[src/rtl/isa_pkg.sv]
package isa_pkg;

    typedef logic [4:0] reg_idx_t;

    typedef struct packed {
        logic [16:0] opcode;
        reg_idx_t    rk;
        reg_idx_t    rj;
        reg_idx_t    rd;
    } fmt_3r_t;

    typedef struct packed {
        logic [9:0]  opcode;
        logic [11:0] imm;
        reg_idx_t    rj;
        reg_idx_t    rd;
    } fmt_ri12_t;

    typedef struct packed {
        logic [7:0]  opcode;
        logic [13:0] imm;
        reg_idx_t    rj;
        reg_idx_t    rd;
    } fmt_ri14_t;

    typedef struct packed {
        logic [5:0]  opcode;
        logic [15:0] offs;
        reg_idx_t    rj;
        reg_idx_t    rd;
    } fmt_ri16_t;

    typedef struct packed {
        logic [6:0]  opcode;
        logic [19:0] imm;
        reg_idx_t    rd;
    } fmt_ri20_t;

    typedef struct packed {
        logic [5:0]  opcode;
        logic [15:0] offs_lo;
        logic [9:0]  offs_hi;    // Top bits of the 26-bit offset
    } fmt_i26_t;

    // One fetched word, viewed per encoding format
    typedef union packed {
        fmt_3r_t   r3;
        fmt_ri12_t ri12;
        fmt_ri14_t ri14;
        fmt_ri16_t ri16;
        fmt_ri20_t ri20;
        fmt_i26_t  i26;
    } insn_word_u;

    // Major opcodes, insn[31:26]
    localparam logic [5:0] OP_GRP0      = 6'h00;
    localparam logic [5:0] OP_LU12I_W   = 6'h05;
    localparam logic [5:0] OP_PCADDU12I = 6'h07;
    localparam logic [5:0] OP_MEM       = 6'h0A;
    localparam logic [5:0] OP_JIRL      = 6'h13;
    localparam logic [5:0] OP_B         = 6'h14;
    localparam logic [5:0] OP_BL        = 6'h15;
    localparam logic [5:0] OP_BEQ       = 6'h16;
    localparam logic [5:0] OP_BNE       = 6'h17;
    localparam logic [5:0] OP_BLT       = 6'h18;
    localparam logic [5:0] OP_BGE       = 6'h19;
    localparam logic [5:0] OP_BLTU      = 6'h1A;
    localparam logic [5:0] OP_BGEU      = 6'h1B;

    // Full 17-bit opcodes, insn[31:15]
    localparam logic [16:0] R3_ADD_W   = 17'h00020;
    localparam logic [16:0] R3_SUB_W   = 17'h00022;
    localparam logic [16:0] R3_SLT     = 17'h00024;
    localparam logic [16:0] R3_SLTU    = 17'h00025;
    localparam logic [16:0] R3_NOR     = 17'h00028;
    localparam logic [16:0] R3_AND     = 17'h00029;
    localparam logic [16:0] R3_OR      = 17'h0002A;
    localparam logic [16:0] R3_XOR     = 17'h0002B;
    localparam logic [16:0] R3_SLL_W   = 17'h0002E;
    localparam logic [16:0] R3_SRL_W   = 17'h0002F;
    localparam logic [16:0] R3_SRA_W   = 17'h00030;
    localparam logic [16:0] R3_BREAK   = 17'h00054;
    localparam logic [16:0] R3_SYSCALL = 17'h00056;
    localparam logic [16:0] R3_SLLI_W  = 17'h00081;
    localparam logic [16:0] R3_SRLI_W  = 17'h00089;
    localparam logic [16:0] R3_SRAI_W  = 17'h00091;

    // Full 10-bit opcodes, insn[31:22]
    localparam logic [9:0] I12_SLTI   = 10'h008;
    localparam logic [9:0] I12_SLTUI  = 10'h009;
    localparam logic [9:0] I12_ADDI_W = 10'h00A;
    localparam logic [9:0] I12_ANDI   = 10'h00D;
    localparam logic [9:0] I12_ORI    = 10'h00E;
    localparam logic [9:0] I12_XORI   = 10'h00F;
    localparam logic [9:0] I12_LD_B   = 10'h0A0;
    localparam logic [9:0] I12_LD_H   = 10'h0A1;
    localparam logic [9:0] I12_LD_W   = 10'h0A2;
    localparam logic [9:0] I12_ST_B   = 10'h0A4;
    localparam logic [9:0] I12_ST_H   = 10'h0A5;
    localparam logic [9:0] I12_ST_W   = 10'h0A6;
    localparam logic [9:0] I12_LD_BU  = 10'h0A8;
    localparam logic [9:0] I12_LD_HU  = 10'h0A9;

    typedef enum logic [5:0] {
        ECODE_NONE = 6'h00,
        ECODE_ADEF = 6'h08,
        ECODE_SYS  = 6'h0B,
        ECODE_BRK  = 6'h0C,
        ECODE_INE  = 6'h0D
    } ecode_t;

    typedef struct packed {
        logic        pending;
        logic [14:0] arg;
    } fetch_excp_t;

endpackage
[src/rtl/ctrl_pkg.sv]
package ctrl_pkg;

    typedef enum logic [2:0] {
        UNIT_ALU         = 3'd0,
        UNIT_BRANCH      = 3'd1,
        UNIT_BRANCH_LINK = 3'd2,
        UNIT_MEM         = 3'd3,
        UNIT_EXCEPTION   = 3'd4
    } unit_e;

    typedef enum logic [3:0] {
        ALU_AND    = 4'd0,
        ALU_OR     = 4'd1,
        ALU_NOR    = 4'd2,
        ALU_XOR    = 4'd3,
        ALU_ADD    = 4'd4,
        ALU_SUB    = 4'd5,
        ALU_SLL    = 4'd6,
        ALU_SRL    = 4'd7,
        ALU_SRA    = 4'd8,
        ALU_SLT    = 4'd9,
        ALU_SLTU   = 4'd10,
        ALU_PASS_B = 4'd12
    } alu_op_e;

    typedef enum logic {
        SRC1_REG = 1'b0,
        SRC1_PC  = 1'b1
    } src1_e;

    typedef enum logic [1:0] {
        SRC2_REG        = 2'd0,
        SRC2_IMM        = 2'd1,
        SRC2_BRANCH_REG = 2'd2,    // rd read as compare operand
        SRC2_FOUR       = 2'd3     // Link address pc + 4
    } src2_e;

    typedef enum logic [2:0] {
        MEM_B  = 3'd0,
        MEM_H  = 3'd1,
        MEM_W  = 3'd2,
        MEM_BU = 3'd3,
        MEM_HU = 3'd4
    } mem_op_e;

    typedef enum logic [2:0] {
        BR_ALWAYS = 3'd0,
        BR_EQ     = 3'd1,
        BR_NE     = 3'd2,
        BR_LT     = 3'd3,
        BR_GE     = 3'd4,
        BR_LTU    = 3'd5,
        BR_GEU    = 3'd6
    } br_cond_e;

    // Hint for the branch predictor
    typedef enum logic [2:0] {
        NOT_JUMP      = 3'd0,
        DIRECT_JUMP   = 3'd1,
        JUMP          = 3'd2,
        CALL          = 3'd3,
        RET           = 3'd4,
        INDIRECT_JUMP = 3'd5
    } jump_kind_e;

    typedef struct packed {
        unit_e      unit;
        alu_op_e    alu_op;
        src1_e      src1;
        src2_e      src2;
        logic       reg_write;
        logic       mem_read;
        logic       mem_write;
        mem_op_e    mem_op;
        br_cond_e   br_cond;
        logic       redirect;
        jump_kind_e kind;
    } ctrl_word_t;

    typedef struct packed {
        isa_pkg::reg_idx_t rj;
        isa_pkg::reg_idx_t rk;
        isa_pkg::reg_idx_t rd;
        logic [31:0]       imm;
    } operands_t;

    typedef struct packed {
        logic        valid;
        ctrl_word_t  ctrl;
        operands_t   ops;
        logic [15:0] excp_arg;
    } decode_out_t;

endpackage

[src/rtl/insn_decoder.sv]
`timescale 1ns/1ps

module insn_decoder (
    input  logic                  clk,
    input  logic                  reset,
    input  logic                  insn_valid,
    input  isa_pkg::insn_word_u   insn,
    input  logic [31:0]           pc,
    input  isa_pkg::fetch_excp_t  fetch_excp,
    output ctrl_pkg::decode_out_t dec
);
    import isa_pkg::*;
    import ctrl_pkg::*;

    operands_t  ops_raw;
    ctrl_word_t ctrl_raw;
    ecode_t     excp_code;

    operand_extract operand_extract_i (
        .insn    (insn),
        .ops_raw (ops_raw)
    );

    op_classify op_classify_i (
        .insn      (insn),
        .ctrl_raw  (ctrl_raw),
        .excp_code (excp_code)
    );

    decode_merge decode_merge_i (
        .clk        (clk),
        .reset      (reset),
        .insn_valid (insn_valid),
        .pc         (pc),
        .fetch_excp (fetch_excp),
        .ctrl_raw   (ctrl_raw),
        .ops_raw    (ops_raw),
        .excp_code  (excp_code),
        .dec        (dec)
    );

endmodule

[src/rtl/decode_merge.sv]
`timescale 1ns/1ps

module decode_merge (
    input  logic                  clk,
    input  logic                  reset,
    input  logic                  insn_valid,
    input  logic [31:0]           pc,
    input  isa_pkg::fetch_excp_t  fetch_excp,
    input  ctrl_pkg::ctrl_word_t  ctrl_raw,
    input  ctrl_pkg::operands_t   ops_raw,
    input  isa_pkg::ecode_t       excp_code,
    output ctrl_pkg::decode_out_t dec
);
    import isa_pkg::*;
    import ctrl_pkg::*;

    logic        excp_taken;
    logic [15:0] excp_arg;
    decode_out_t dec_next;

    // Fetch fault first, then misaligned pc, then the decoded word
    always_comb
    begin
        excp_taken = 1'b1;
        if (fetch_excp.pending)
        begin
            excp_arg = {1'b0, fetch_excp.arg};
        end
        else if (|pc[1:0])
        begin
            excp_arg = {10'b0, ECODE_ADEF};
        end
        else
        begin
            excp_arg   = {10'b0, excp_code};
            excp_taken = (excp_code != ECODE_NONE);
        end
    end

    always_comb
    begin
        dec_next = '0;
        if (insn_valid)
        begin
            dec_next.valid    = 1'b1;
            dec_next.excp_arg = excp_arg;
            if (excp_taken)
            begin
                dec_next.ctrl.unit = UNIT_EXCEPTION;    // Operands stay zero
            end
            else
            begin
                dec_next.ctrl = ctrl_raw;
                dec_next.ops  = ops_raw;
            end
        end
    end

    always_ff @(posedge clk)
    begin
        if (reset)
            dec <= '0;
        else
            dec <= dec_next;
    end

endmodule

[src/rtl/op_classify.sv]
`timescale 1ns/1ps

module op_classify (
    input  isa_pkg::insn_word_u  insn,
    output ctrl_pkg::ctrl_word_t ctrl_raw,
    output isa_pkg::ecode_t      excp_code
);
    import isa_pkg::*;
    import ctrl_pkg::*;

    always_comb
    begin
        ctrl_raw  = '0;
        excp_code = ECODE_NONE;
        case (insn.ri16.opcode)
            OP_GRP0:
            begin
                ctrl_raw.unit      = UNIT_ALU;
                ctrl_raw.reg_write = 1'b1;
                // Only the 3R group has insn[25:22] zero
                ctrl_raw.src2 = (insn.ri12.opcode[3:0] == 4'b0000) ? SRC2_REG : SRC2_IMM;
                case (insn.r3.opcode)
                    R3_ADD_W:              ctrl_raw.alu_op = ALU_ADD;
                    R3_SUB_W:              ctrl_raw.alu_op = ALU_SUB;
                    R3_SLT:                ctrl_raw.alu_op = ALU_SLT;
                    R3_SLTU:               ctrl_raw.alu_op = ALU_SLTU;
                    R3_NOR:                ctrl_raw.alu_op = ALU_NOR;
                    R3_AND:                ctrl_raw.alu_op = ALU_AND;
                    R3_OR:                 ctrl_raw.alu_op = ALU_OR;
                    R3_XOR:                ctrl_raw.alu_op = ALU_XOR;
                    R3_SLL_W, R3_SLLI_W:   ctrl_raw.alu_op = ALU_SLL;
                    R3_SRL_W, R3_SRLI_W:   ctrl_raw.alu_op = ALU_SRL;
                    R3_SRA_W, R3_SRAI_W:   ctrl_raw.alu_op = ALU_SRA;
                    R3_BREAK:              excp_code = ECODE_BRK;
                    R3_SYSCALL:            excp_code = ECODE_SYS;
                    default:
                    begin
                        case (insn.ri12.opcode)
                            I12_SLTI:   ctrl_raw.alu_op = ALU_SLT;
                            I12_SLTUI:  ctrl_raw.alu_op = ALU_SLTU;
                            I12_ADDI_W: ctrl_raw.alu_op = ALU_ADD;
                            I12_ANDI:   ctrl_raw.alu_op = ALU_AND;
                            I12_ORI:    ctrl_raw.alu_op = ALU_OR;
                            I12_XORI:   ctrl_raw.alu_op = ALU_XOR;
                            default:    excp_code = ECODE_INE;    // MUL, DIV, RDCNT and the rest
                        endcase
                    end
                endcase
            end
            OP_LU12I_W:
            begin
                ctrl_raw.unit      = UNIT_ALU;
                ctrl_raw.alu_op    = ALU_PASS_B;
                ctrl_raw.src2      = SRC2_IMM;
                ctrl_raw.reg_write = 1'b1;
                if (insn.ri20.opcode[0])    // insn[25] must be clear
                    excp_code = ECODE_INE;
            end
            OP_PCADDU12I:
            begin
                ctrl_raw.unit      = UNIT_ALU;
                ctrl_raw.alu_op    = ALU_ADD;
                ctrl_raw.src1      = SRC1_PC;
                ctrl_raw.src2      = SRC2_IMM;
                ctrl_raw.reg_write = 1'b1;
                if (insn.ri20.opcode[0])
                    excp_code = ECODE_INE;
            end
            OP_MEM:
            begin
                ctrl_raw.unit   = UNIT_MEM;
                ctrl_raw.alu_op = ALU_ADD;    // Address rj + offset
                ctrl_raw.src2   = SRC2_IMM;
                case (insn.ri12.opcode)
                    I12_LD_B, I12_ST_B: ctrl_raw.mem_op = MEM_B;
                    I12_LD_H, I12_ST_H: ctrl_raw.mem_op = MEM_H;
                    I12_LD_W, I12_ST_W: ctrl_raw.mem_op = MEM_W;
                    I12_LD_BU:          ctrl_raw.mem_op = MEM_BU;
                    I12_LD_HU:          ctrl_raw.mem_op = MEM_HU;
                    default:            excp_code = ECODE_INE;    // PRELD too
                endcase
                // insn[24] set marks a store
                ctrl_raw.mem_write = insn.ri12.opcode[2];
                ctrl_raw.mem_read  = ~insn.ri12.opcode[2];
                ctrl_raw.reg_write = ~insn.ri12.opcode[2];
            end
            OP_JIRL:
            begin
                ctrl_raw.unit      = UNIT_BRANCH_LINK;
                ctrl_raw.alu_op    = ALU_ADD;
                ctrl_raw.src1      = SRC1_PC;
                ctrl_raw.src2      = SRC2_FOUR;
                ctrl_raw.reg_write = 1'b1;
                ctrl_raw.redirect  = 1'b1;
                if (insn.ri16.rd == 5'd0 && insn.ri16.rj == 5'd1 && insn.ri16.offs == 16'd0)
                    ctrl_raw.kind = RET;
                else if (insn.ri16.rd == 5'd1)
                    ctrl_raw.kind = CALL;
                else
                    ctrl_raw.kind = INDIRECT_JUMP;
            end
            OP_B:
            begin
                ctrl_raw.unit     = UNIT_BRANCH;
                ctrl_raw.redirect = 1'b1;
                ctrl_raw.kind     = JUMP;
            end
            OP_BL:
            begin
                ctrl_raw.unit      = UNIT_BRANCH_LINK;
                ctrl_raw.alu_op    = ALU_ADD;
                ctrl_raw.src1      = SRC1_PC;
                ctrl_raw.src2      = SRC2_FOUR;
                ctrl_raw.reg_write = 1'b1;
                ctrl_raw.redirect  = 1'b1;
                ctrl_raw.kind      = CALL;
            end
            OP_BEQ, OP_BNE, OP_BLT, OP_BGE, OP_BLTU, OP_BGEU:
            begin
                ctrl_raw.unit     = UNIT_BRANCH;
                ctrl_raw.src2     = SRC2_BRANCH_REG;
                ctrl_raw.redirect = 1'b1;
                ctrl_raw.kind     = DIRECT_JUMP;
                case (insn.ri16.opcode)
                    OP_BEQ:  ctrl_raw.br_cond = BR_EQ;
                    OP_BNE:  ctrl_raw.br_cond = BR_NE;
                    OP_BLT:  ctrl_raw.br_cond = BR_LT;
                    OP_BGE:  ctrl_raw.br_cond = BR_GE;
                    OP_BLTU: ctrl_raw.br_cond = BR_LTU;
                    default: ctrl_raw.br_cond = BR_GEU;
                endcase
                case (insn.ri16.opcode)
                    OP_BEQ, OP_BNE: ctrl_raw.alu_op = ALU_SUB;
                    OP_BLT, OP_BGE: ctrl_raw.alu_op = ALU_SLT;
                    default:        ctrl_raw.alu_op = ALU_SLTU;
                endcase
            end
            default:
                excp_code = ECODE_INE;    // CSR, TLB, atomics, barriers
        endcase
    end

endmodule

[src/rtl/operand_extract.sv]
`timescale 1ns/1ps

module operand_extract (
    input  isa_pkg::insn_word_u insn,
    output ctrl_pkg::operands_t ops_raw
);
    import isa_pkg::*;

    logic [31:0] simm12;
    logic [31:0] uimm12;
    logic [31:0] uimm20;
    logic [31:0] off16;
    logic [31:0] off26;

    assign simm12 = {{20{insn.ri12.imm[11]}}, insn.ri12.imm};
    assign uimm12 = {20'b0, insn.ri12.imm};
    assign uimm20 = {insn.ri20.imm, 12'b0};
    assign off16  = {{14{insn.ri16.offs[15]}}, insn.ri16.offs, 2'b00};
    assign off26  = {{4{insn.i26.offs_hi[9]}}, insn.i26.offs_hi, insn.i26.offs_lo, 2'b00};

    always_comb
    begin
        ops_raw = '0;
        case (insn.ri16.opcode)
            OP_GRP0:
            begin
                ops_raw.rj = insn.r3.rj;
                ops_raw.rd = insn.r3.rd;
                case (insn.ri12.opcode[3:0])    // insn[25:22] picks the format
                    4'b0000:                   ops_raw.rk  = insn.r3.rk;
                    4'b0001:                   ops_raw.imm = {27'b0, insn.r3.rk};  // ui5
                    4'b1000, 4'b1001, 4'b1010: ops_raw.imm = simm12;
                    4'b1101, 4'b1110, 4'b1111: ops_raw.imm = uimm12;
                    default:                   ops_raw     = '0;
                endcase
            end
            OP_LU12I_W, OP_PCADDU12I:
            begin
                ops_raw.rd  = insn.ri20.rd;
                ops_raw.imm = uimm20;
            end
            OP_MEM:
            begin
                ops_raw.rj  = insn.ri12.rj;
                ops_raw.rd  = insn.ri12.rd;    // Store data source on ST.*
                ops_raw.imm = simm12;
            end
            OP_JIRL, OP_BEQ, OP_BNE, OP_BLT, OP_BGE, OP_BLTU, OP_BGEU:
            begin
                ops_raw.rj  = insn.ri16.rj;
                ops_raw.rd  = insn.ri16.rd;
                ops_raw.imm = off16;
            end
            OP_B:
                ops_raw.imm = off26;
            OP_BL:
            begin
                ops_raw.rd  = 5'd1;    // Link register ra
                ops_raw.imm = off26;
            end
            default:
                ops_raw = '0;
        endcase
    end

endmodule

[config.mk]
export PLATFORM = sky130hd
export DESIGN_NAME = insn_decoder
export DESIGN_NICKNAME = d
export VERILOG_FILES = /design/src/rtl/isa_pkg.sv /design/src/rtl/ctrl_pkg.sv /design/src/rtl/insn_decoder.sv /design/src/rtl/decode_merge.sv /design/src/rtl/op_classify.sv /design/src/rtl/operand_extract.sv
export SDC_FILE = /design/constraint.sdc
export NUM_CORES = 1
export LEC_CHECK = 0
export CELL_PAD_IN_SITES_DETAIL_PLACEMENT = 1
export CELL_PAD_IN_SITES_GLOBAL_PLACEMENT = 1
export CORE_MARGIN = 2
export CORE_UTILIZATION = 46
export DETAILED_ROUTE_END_ITERATION = 10
export DONT_BUFFER_PORTS = 1
export PLACE_DENSITY_LB_ADDON = 0.1
export SLEW_MARGIN = 25
export SYNTH_ARGS = -nofsm -noshare
export SYNTH_HDL_FRONTEND = slang
export SYNTH_SLANG_ARGS = --single-unit
[constraint.sdc]
create_clock -name clk -period 2.84 [get_ports clk]
set_clock_uncertainty 0.15 [all_clocks]
set_input_delay 0.426 -clock clk [delete_from_list [all_inputs] [get_ports clk]]
set_output_delay 0.426 -clock clk [all_outputs]
set_load 0.01 [all_outputs]
# Word level (Yosys, flattened, before mapping)
# Index checks and enable logic that the tools add are counted.
op_classes:
  n_eq_ne: 51
  muxes: 36
  bitwise_logic: 6
  n_reduce_logical: 41
ops:
  columns: ["operator", "count"]
  rows:
  - ["== test 17 x 6 -> 1 bit (second input constant)", 11]
  - ["one-hot mux 32 bit (5 select lines)", 1]
  - ["one-hot mux 32 bit (3 select lines)", 1]
  - ["2-to-1 mux 87 bit", 1]
  - ["== test 10 x 8 -> 1 bit (second input constant)", 8]
  - ["2-to-1 mux 67 bit", 1]
  - ["== test 10 x 4 -> 1 bit (second input constant)", 6]
  - ["== test 6 x 5 -> 1 bit (second input constant)", 9]
  - ["== test 17 x 8 -> 1 bit (second input constant)", 3]
  - ["one-hot mux 4 bit (11 select lines)", 1]
  - ["== test 17 x 7 -> 1 bit (second input constant)", 2]
  - ["one-hot mux 4 bit (4 select lines)", 2]
  - ["2-to-1 mux 5 bit", 5]
  - ["== test 4 bit (second input constant)", 6]
  - ["one-hot mux 6 bit (4 select lines)", 1]
  - ["OR reduction 2 bit", 12]
  - ["OR reduction 8 bit", 3]
  - ["OR reduction 3 bit", 7]
  - ["one-hot mux 4 bit (5 select lines)", 1]
  - ["zero test 16 bit", 1]
  - ["2-to-1 mux 16 bit", 1]
  - ["one-hot mux 3 bit (5 select lines)", 1]
  - ["one-hot mux 5 bit (3 select lines)", 1]
  - ["OR reduction 14 bit", 1]
  - ["other kinds (27)", 48]
word_totals:
  reg_bits: 87

# Depth between registers and ports, before layout
# Gate-level depths: netlist of run 1.
depth:
  depth_word: 10
  depth_mapped: 9

# Modules after synthesis
# A second synthesis of run 1 with hierarchy kept.
unflattened:
  hier_cells: 589
  hier_area_um2: 4949.7
modules_own_cells:
  columns: ["mod", "n_inst", "cells_each", "area_each_um2", "seq_area_each_um2"]
  rows:
  - ["decode_merge", 1, 299, 3075.4, 1721.7]
  - ["op_classify", 1, 178, 1098.6, 0.0]
  - ["operand_extract", 1, 112, 775.7, 0.0]

# Worst setup path before layout of run 1
# No wires, ideal clock.
synth_timing:
  kind: "input to register"
  start: "in insn[27] in the netlist's numbering"
  end: "reg, netlist name decode_merge_i.dec[53]"
  setup_ns: 0.131
  arrival_ns: 2.016
  required_ns: 2.559
  slack_ns: 0.542
  path_stages: 8
  path_cell_list: "buf_4 > nor4_4 > and2_1 > buf_2 > nand2_1 > o311ai_4 > buf_2 > nor3_1"
synth_between:
  elab_chain_len: 9
  elab_cells_between_ends: 57
  cone_classes: "42 x eq/ne; 6 x mux; 1 x bitwise; 8 x reduce/logical"
synth_rtl:
  columns: ["item", "line_no", "source"]
  rows:
  - ["start, declared", "insn_decoder.sv:7", "input isa_pkg::insn_word_u insn,"]
  - ["== test 10 x 4 -> 1 bit", "op_classify.sv:38", "case (insn.ri12.opcode)"]
  - ["OR reduction 6 bit (no line)", null, null]
  - ["2-to-1 mux 4 bit", "op_classify.sv:38", null]
  - ["one-hot mux 4 bit (3 select lines)", "op_classify.sv:22", "case (insn.r3.opcode)"]
  - ["one-hot mux 6 bit (4 select lines)", "op_classify.sv:15", "case (insn.ri16.opcode)"]
  - ["nonzero test 6 bit", "decode_merge.sv:36", "excp_taken = (excp_code != ECODE_NONE);"]
  - ["2-to-1 mux 1 bit", "decode_merge.sv:29", "else if (|pc[1:0])"]
  - ["2-to-1 mux 1 bit", "decode_merge.sv:25", "if (fetch_excp.pending)"]
  - ["OR reduction 5 bit (no line) *", null, null]
# Mark *: on every way between the ends. The rest lies on a longest branch, timed or not.
# A chain may end at the register's enable or synchronous reset.

# Worst setup path after layout of run 1
layout_timing:
  start: "in insn[15] in the netlist's numbering"
  end: "reg, netlist name decode_merge_i.dec[17]"
layout_between:
  elab_chain_len: 8
  elab_cells_between_ends: 23
  cone_classes: "16 x eq/ne; 4 x mux; 3 x reduce/logical"
layout_rtl:
  columns: ["item", "line_no"]
  rows:
  - ["== test 17 x 6 -> 1 bit / == test 17 x 8 -> 1 bit (equally long branches)", "op_classify.sv:22"]
  - ["OR reduction 14 bit (no line)", null]
  - ["one-hot mux 4 bit (3 select lines) *", "op_classify.sv:22"]
  - ["one-hot mux 6 bit (4 select lines) *", "op_classify.sv:15"]
  - ["nonzero test 6 bit *", "decode_merge.sv:36"]
  - ["2-to-1 mux 1 bit *", "decode_merge.sv:29"]
  - ["2-to-1 mux 1 bit *", "decode_merge.sv:25"]
  - ["OR reduction 3 bit (no line) *", null]
# Marks and branches as above.

==> results of run 1 <==
-- logic make-up after synthesis --
kind of cell,after synthesis
compound gates,114
simple gates,186
flops,86
buf+inv,52
xor+xnor,2
other cells,1
-- cell type report --
cell class / count / share of cell area, %
Multi-Input combinational cell: 303 / 48.7
Timing Repair Buffer: 17 / 3.44
Sequential cell: 86 / 39.5
Tap cell: 108 / 3.10
Clock buffer: 9 / 2.84
Inverter: 6 / 0.516
Clock inverter: 7 / 1.95
-- power by group --
group	switching, mW	internal [mW]	total, mW
combinational	0.108	0.0766	0.184
clock	0.490	0.425	0.915
sequential	0.00713	1.21	1.22
total	0.605	1.71	2.32
-- worst max-delay path: stages --
cell,delay (ns)
sky130_fd_sc_hd__or4_1,0.57
sky130_fd_sc_hd__o22ai_1,0.32
sky130_fd_sc_hd__o2bb2ai_1,0.21
sky130_fd_sc_hd__o311ai_4,0.16
sky130_fd_sc_hd__buf_4,0.26
sky130_fd_sc_hd__nor4b_1,0.41
-- repair_timing --
action / 4_1_cts / 5_1_grt
buffers inserted: 0 / 0
endpoints found under the hold margin: 4 / 0
endpoints found under the setup margin: 0 / 0
hold buffers: 4 / 0
-- metrics by stage --
step           setup slack, ns  cells  power (mW)
2_1_floorplan            0.542    441        1.42
3_3_place_gp             0.330    516        1.42
3_5_place_dp             0.198    516        1.43
4_1_cts                  0.583    536        2.33
5_1_grt                  0.506    536        2.41
6_report                 0.563    536        2.32
-- cells in the final DEF (no fill, tap or decap), types with 11 or more instances in the layout --
cell                      count
sky130_fd_sc_hd__buf_4       12
sky130_fd_sc_hd__a21oi_1     20
sky130_fd_sc_hd__nand3_1     15
sky130_fd_sc_hd__nor3_1      31
sky130_fd_sc_hd__a22oi_1     22
sky130_fd_sc_hd__dfxtp_1     86
sky130_fd_sc_hd__nor2_1      13
sky130_fd_sc_hd__and3_1      15
sky130_fd_sc_hd__nand2_1     26
sky130_fd_sc_hd__nor4b_2     11
sky130_fd_sc_hd__o21ai_0     12
sky130_fd_sc_hd__nor4_1      13
-- worst paths after layout --
check / cells past startpoint / from / end
worst max-delay path: 6 / insn[15] / decode_merge_i.dec[17]$_SDFF_PP0_
worst min-delay path: 2 / insn[11] / decode_merge_i.dec[54]$_SDFF_PP0_
-- per-layer routing --
| layer | vias up | part of all wire, % | global-route usage [%] |
|---|---|---|---|
| li1 | 1625 | - | - |
| met1 | 1731 | 43 | 34.5 |
| met2 | 135 | 48 | 40.8 |
| met3 | 16 | 7.5 | 6.52 |
| met4 | 0 | 1.5 | 8.85 |
| met5 | - | 0 | 0 |
==> impl_results.md, run 1 <==
- Largest family of logic cells by synthesized area: simple AND/OR/NAND/NOR gates
- Class of the most critical setup path: input pin to register
- Average instance area after synthesis: around 9.3 um2
- Cells taking the most area after synthesis: sky130_fd_sc_hd__dfxtp_1 (42%), sky130_fd_sc_hd__a22oi_1 (4.0%), sky130_fd_sc_hd__nor4b_2 (4.0%)
- Regs by FF count: decode_merge_i.dec: 86 flops
- Data required time at the worst endpoint: 2.94 ns
- Largest area contributor in the synthesized netlist: sky130_fd_sc_hd__dfxtp_1
- Aggregate negative setup slack: 0 ns
- Yosys synthesis warning count: 0
- CTS HTree Levels: 3
- Vias in the first global route: 3488
- Unrepaired setup endpoints after global routing: false
- Shortest clock period the worst path allows after layout: 2.28 ns
- Number of buffers inserted during clock tree synthesis: 9
- Share of the synthesized area in the top cell type: 41.9%
- Instance area after placement: 4110 um2
- Global route overflow: 0
- Kind of end point of the critical path: register
- Number of DRC markers after the initial detailed-route iteration: 240
- Fillers: 1000
- Layout cells sized above 1: 16.1%
- Number of flip-flops in the largest register: 86
- CTS tree: done
- Antenna Cells: 0
- Final antenna-violating net count: 0
- Post-synthesis sequential area ratio: between 40% and 50%
- Count of cells resized by post-cts repair: 0
- Cells after Synth: between 400 and 500
- Power Density: 532 nW/um2
- Largest Register: decode_merge_i.dec
- Most frequent cell after synthesis: sky130_fd_sc_hd__dfxtp_1
- Via count: between 3000 and 4000
- Design Area, Final: around 4400 um2
- Share of synthesized area spent on multiplexers: 0%
- Register area: 1720 um2
- Port Buffers: 0
- Detailed-route wire length: approximately 13000 um
- Row count: 34
- Maximum clock frequency: 0.439 GHz
- Netlist area before placement: between 4000 and 5000 um2
- Maximum VDD drop: 0.237 mV
- Area inside the core boundary: 8680 um2
- Class of the most critical hold timing path: input pin to register
- Max transition margin: 46.0%
- Async S/R FF share, synth: 0%
- Largest fanout of any net on the critical path: 32
- Vertical die dimension: 98.5 um
- Root buf cell: sky130_fd_sc_hd__clkbuf_8
- Count of flip-flops with a built-in enable after synthesis: 0
- Number of maximum-capacitance constraint violations: 0
- P_leak: ~1.4 nW
- Seq cells post-synth: 86
- Worst slack on hold paths: around 0.042 ns
- Post-synthesis adder-cell area fraction: 0%
- Final RePlAce weighted congestion: 0.821
- Layout Area Growth over Synthesis: 6.12%
- Overall die area: 9710 um2
- Synth top cells by count: sky130_fd_sc_hd__dfxtp_1 (86), sky130_fd_sc_hd__nor3_1 (31), sky130_fd_sc_hd__nand2_1 (26), sky130_fd_sc_hd__clkbuf_1 (23), sky130_fd_sc_hd__a22oi_1 (22)
- Vias/cell: 6.54
- Synthesized-area fraction occupied by ao, oa, aoi and oai cells: 21.7%
- Routed wirelength normalized by instance count: between 20 and 25 um
- Largest net degree at the start of global routing: 40
- GRT Overall Usage: between 20% and 30%
- Area used by multi-input combinational logic: 2120 um2
- Run status: finished clean
- Post-layout net count: about 510
- Simple-gate share of the synthesized area: 29.5%
- Ys flop type: sky130_fd_sc_hd__dfxtp_1
- # clock sinks: 86
- First-pass GRT wire length: 19900 um
- Detailed-router iteration count before antenna repair: 4
- Clock-pin slew on the worst setup and hold paths: around 0.10 ns
- Die extent in x: 98.5 um
- Maximum buffer depth of the clock tree: 2
- Arrival time at the worst endpoint: 2.38 ns
- Number of antenna violations at the first check in global routing: 0
- Final setup violation count: 0
- Number of remaining DRC errors: 0
- Critical path startpoint category: input pin
- Xor and xnor fraction of the mapped netlist area: less than 1%
- Number of different library cells in the post-synthesis netlist: 70
- Total count of max-transition violations in the final report: 0
- Synthesized Nets: about 520
- Initial standard-cell utilization of the core: 47.4%
- Part of the cycle the worst path needs: about four fifths
- Half-perimeter wire length after placement: 8690 um
- Util after Layout: 50.3%
- Top-level I/O count: 170
- Tightest Pin Transition: 0.803 ns
- Hold Violations, Final: 0
Note: power is estimated with default switching activity, not from simulation.
==> run 2, diff against run 1 <==
Clock period 2.84 ns to 2.3 ns, I/O delays scaled along.
==> run 2 against run 1 <==
Worst setup slack got worse by 0.45 ns. First-iteration DRC count increased by 8.8%. Hold slack got worse by 0.035 ns. Highest routed layer unchanged. Global-route usage increased by 2.7 points. Largest power group unchanged. Flip-flop and latch count unchanged. Largest cell class unchanged.
==> impl_results.md, run 2 (synthesized netlist as in run 1, its figures left out) <==
- Vias/cell: 6.54 (-0.11%)
- Die extent in x: 98.5 um (unchanged)
- Design Area, Final: 4850 um2 (+11%)
- Instance area after placement: 4320 um2 (+5.0%)
- Sum of routed wire segments on met1: 5930 um (+11%)
- Cell Chain, Critical Path: or4_1 > o22ai_1 > o2bb2ai_1 > o311ai_4 > buf_12 > buf_12 > nor4b_1
- Port Buffers: 0 (unchanged)
- Critical path startpoint category: input pin
- Via count: 3830 (+9.2%)
- Most frequent cells in the layout: sky130_fd_sc_hd__dfxtp_1 (86), sky130_fd_sc_hd__dlygate4sd3_1 (33), sky130_fd_sc_hd__nor3_1 (31), sky130_fd_sc_hd__buf_4 (29), sky130_fd_sc_hd__nand2_1 (26)
- Layout Area Growth over Synthesis: 18.0%
- First-pass GRT wire length: 21900 um (+9.9%)
- Total count of max-transition violations in the final report: 0 (unchanged)
- CTS tree: done
- Run status: finished clean
- Topmost layer with routed signal wires: met4
- Row count: 34 (unchanged)
- Shortest clock period the worst path allows after layout: 2.19 ns
- Top-level I/O count: 170 (unchanged)
- Class of the most critical setup path: input pin to register
- Final setup violation count: 0 (unchanged)
- Antenna Cells: 0 (unchanged)
- Detailed-route wire length: 13900 um (+11%)
- Number of maximum-capacitance constraint violations: 0 (unchanged)
- Largest fanout of any net on the critical path: 19 (-41%)
- Commonest non-fill, non-tap cell in the layout: sky130_fd_sc_hd__dfxtp_1
- Routed wirelength normalized by instance count: 23.8 um (+1.8%)
- Top cell by count, worst path: sky130_fd_sc_hd__buf_12
- Hold wc startpoint: insn[27]
- Global route overflow: 0 (unchanged)
- Data required time at the worst endpoint: 2.39 ns (-0.55 ns)
- P_leak: 1.63 nW (+18%)
- Number of remaining DRC errors: 0 (unchanged)
- Layout cells sized above 1: 18.8% (+2.7 points)
- Maximum VDD drop: 0.265 mV (+12%)
- Post-layout net count: 556 (+9.9%)
- Power Density: 591 nW/um2 (+11%)
- Unrepaired setup endpoints after global routing: false
- Vias in the first global route: 3879 (+11%)
- Non-filler instance count after layout: 586 (+9.3%)
- Tightest Pin Transition: 0.751 ns (-0.0521 ns)
- Part of the cycle the worst path needs: 95.1%
- Met2 routed WL: 6720 um (+11%)
- Maximum clock frequency: 0.457 GHz
- Clock-pin slew on the worst setup and hold paths: 0.10 ns (about the same)
- Half-perimeter wire length after placement: 9060 um (+4.2%)
- Slowest library cell on the worst path: sky130_fd_sc_hd__or4_1
- # clock sinks: 86 (unchanged)
- Worst Hold Endpoint: decode_merge_i.dec[80]$_SDFF_PP0_
- CTS HTree Levels: 3 (unchanged)
- Regs by FF count: decode_merge_i.dec: 86 flops
- Wire length on met3: 933 um (unchanged)
- Number of flip-flops in the largest register: 86 (unchanged)
- Number of buffers inserted by post-CTS setup repair: 0 (unchanged)
- Maximum buffer depth of the clock tree: 2 (unchanged)
- Max transition margin: 49.9% (+3.9 points)
- Number of buffers inserted during clock tree synthesis: 9 (unchanged)
- Class of the most critical hold timing path: input pin to register
- Largest net degree at the start of global routing: 39 (-2.5%)
- Initial standard-cell utilization of the core: 47.4% (unchanged)
- Arrival time at the worst endpoint: 2.28 ns (-0.10 ns)
- Vertical die dimension: 98.5 um (unchanged)
- Overall die area: 9710 um2 (unchanged)
- Final antenna-violating net count: 0 (unchanged)
- Number of antenna violations at the first check in global routing: 0 (unchanged)
- Hold Violations, Final: 0 (unchanged)
- Final RePlAce weighted congestion: 0.846 (+3.0%)
- GRT Overall Usage: 28.5% (+2.7 points)
- Slowest cell delay on critical path: 0.56 ns (about the same)
- Kind of end point of the critical path: register
- Detailed-router iteration count before antenna repair: 5 (+1)
- Combined buffer and inverter count along the critical path: 2 (+1)
- Number of DRC markers after the initial detailed-route iteration: 261 (+8.8%)
- Cells on Worst Hold Path: 2 (unchanged)
- Family of cells with the greatest summed delay on the critical path: simple AND/OR/NAND/NOR gates
- Largest Register: decode_merge_i.dec
- # placed instances: 537 (+4.1%)
- Root buf cell: sky130_fd_sc_hd__clkbuf_8
- Area inside the core boundary: 8680 um2 (unchanged)
## run 2: cell count changes in the layout (fill, tap and decap cells not counted)
cell	before	now
sky130_fd_sc_hd__buf_12	1	5
sky130_fd_sc_hd__buf_4	12	29
sky130_fd_sc_hd__bufinv_16	1	0
sky130_fd_sc_hd__clkinv_4	0	2
sky130_fd_sc_hd__clkinv_8	0	1
sky130_fd_sc_hd__clkinvlp_4	2	0
sky130_fd_sc_hd__dlygate4sd3_1	4	33
## run 2: layout make-up
class	instances	area (um2)
Clock inverter	7	73.8
Inverter	6	22.5
Timing Repair Buffer	67	648
Fill cell	974	3830
Multi-Input combinational cell	303	2120
Tap cell	108	135
Sequential cell	86	1720
Clock buffer	9	124
## run 2: worst max-delay path by stage
stage               startpoint                                 to  slack [ns]  depth (start not counted)
floorplan             insn[27]  decode_merge_i.dec[53]$_SDFF_PP0_        0.08                          8
global placement      insn[15]  decode_merge_i.dec[83]$_SDFF_PP0_       -0.05                          7
detailed placement    insn[15]  decode_merge_i.dec[16]$_SDFF_PP0_       -0.11                          7
CTS                   insn[15]  decode_merge_i.dec[16]$_SDFF_PP0_        0.25                          7
global route          insn[15]  decode_merge_i.dec[16]$_SDFF_PP0_        0.06                          7
finish                insn[15]  decode_merge_i.dec[16]$_SDFF_PP0_        0.11                          7
## run 2: what timing repair did
action | 4_1_cts | 5_1_grt
hold buffers | 32 | 1
endpoints found under the setup margin | 0 | 0
resized for setup | 0 | 0
hold endpoints to repair | 40 | 1
## run 2: layer usage
metal  global-route usage, %  vias to the layer above
li1                        -                     1721
met2                    46.9                      190
met1                    36.5                     1883
met4                    11.0                        0
met5                       0                        -
met3                    6.31                       36
## run 2: per-stage QoR
stage                     TNS (ns)  total power [mW]  util [%]  setup WS [ns]  hold slack (ns)
after global placement      -0.254              1.77      49.8        -0.0539            0.281
after floorplan                  0              1.76         -         0.0834            0.287
after CTS                        0              2.89      55.8          0.248          0.00135
final                            0              2.87      55.9          0.112          0.00699
after global routing             0              2.97      55.9         0.0627           0.0124
after detailed placement    -0.715              1.78      49.8         -0.108            0.279
## run 2: report_power, final
group	switching [mW]	leakage, nW	total (mW)	internal [mW]
sequential	0.00879	0.694	1.51	1.50
combinational	0.153	0.832	0.296	0.143
clock	0.634	0.101	1.06	0.428
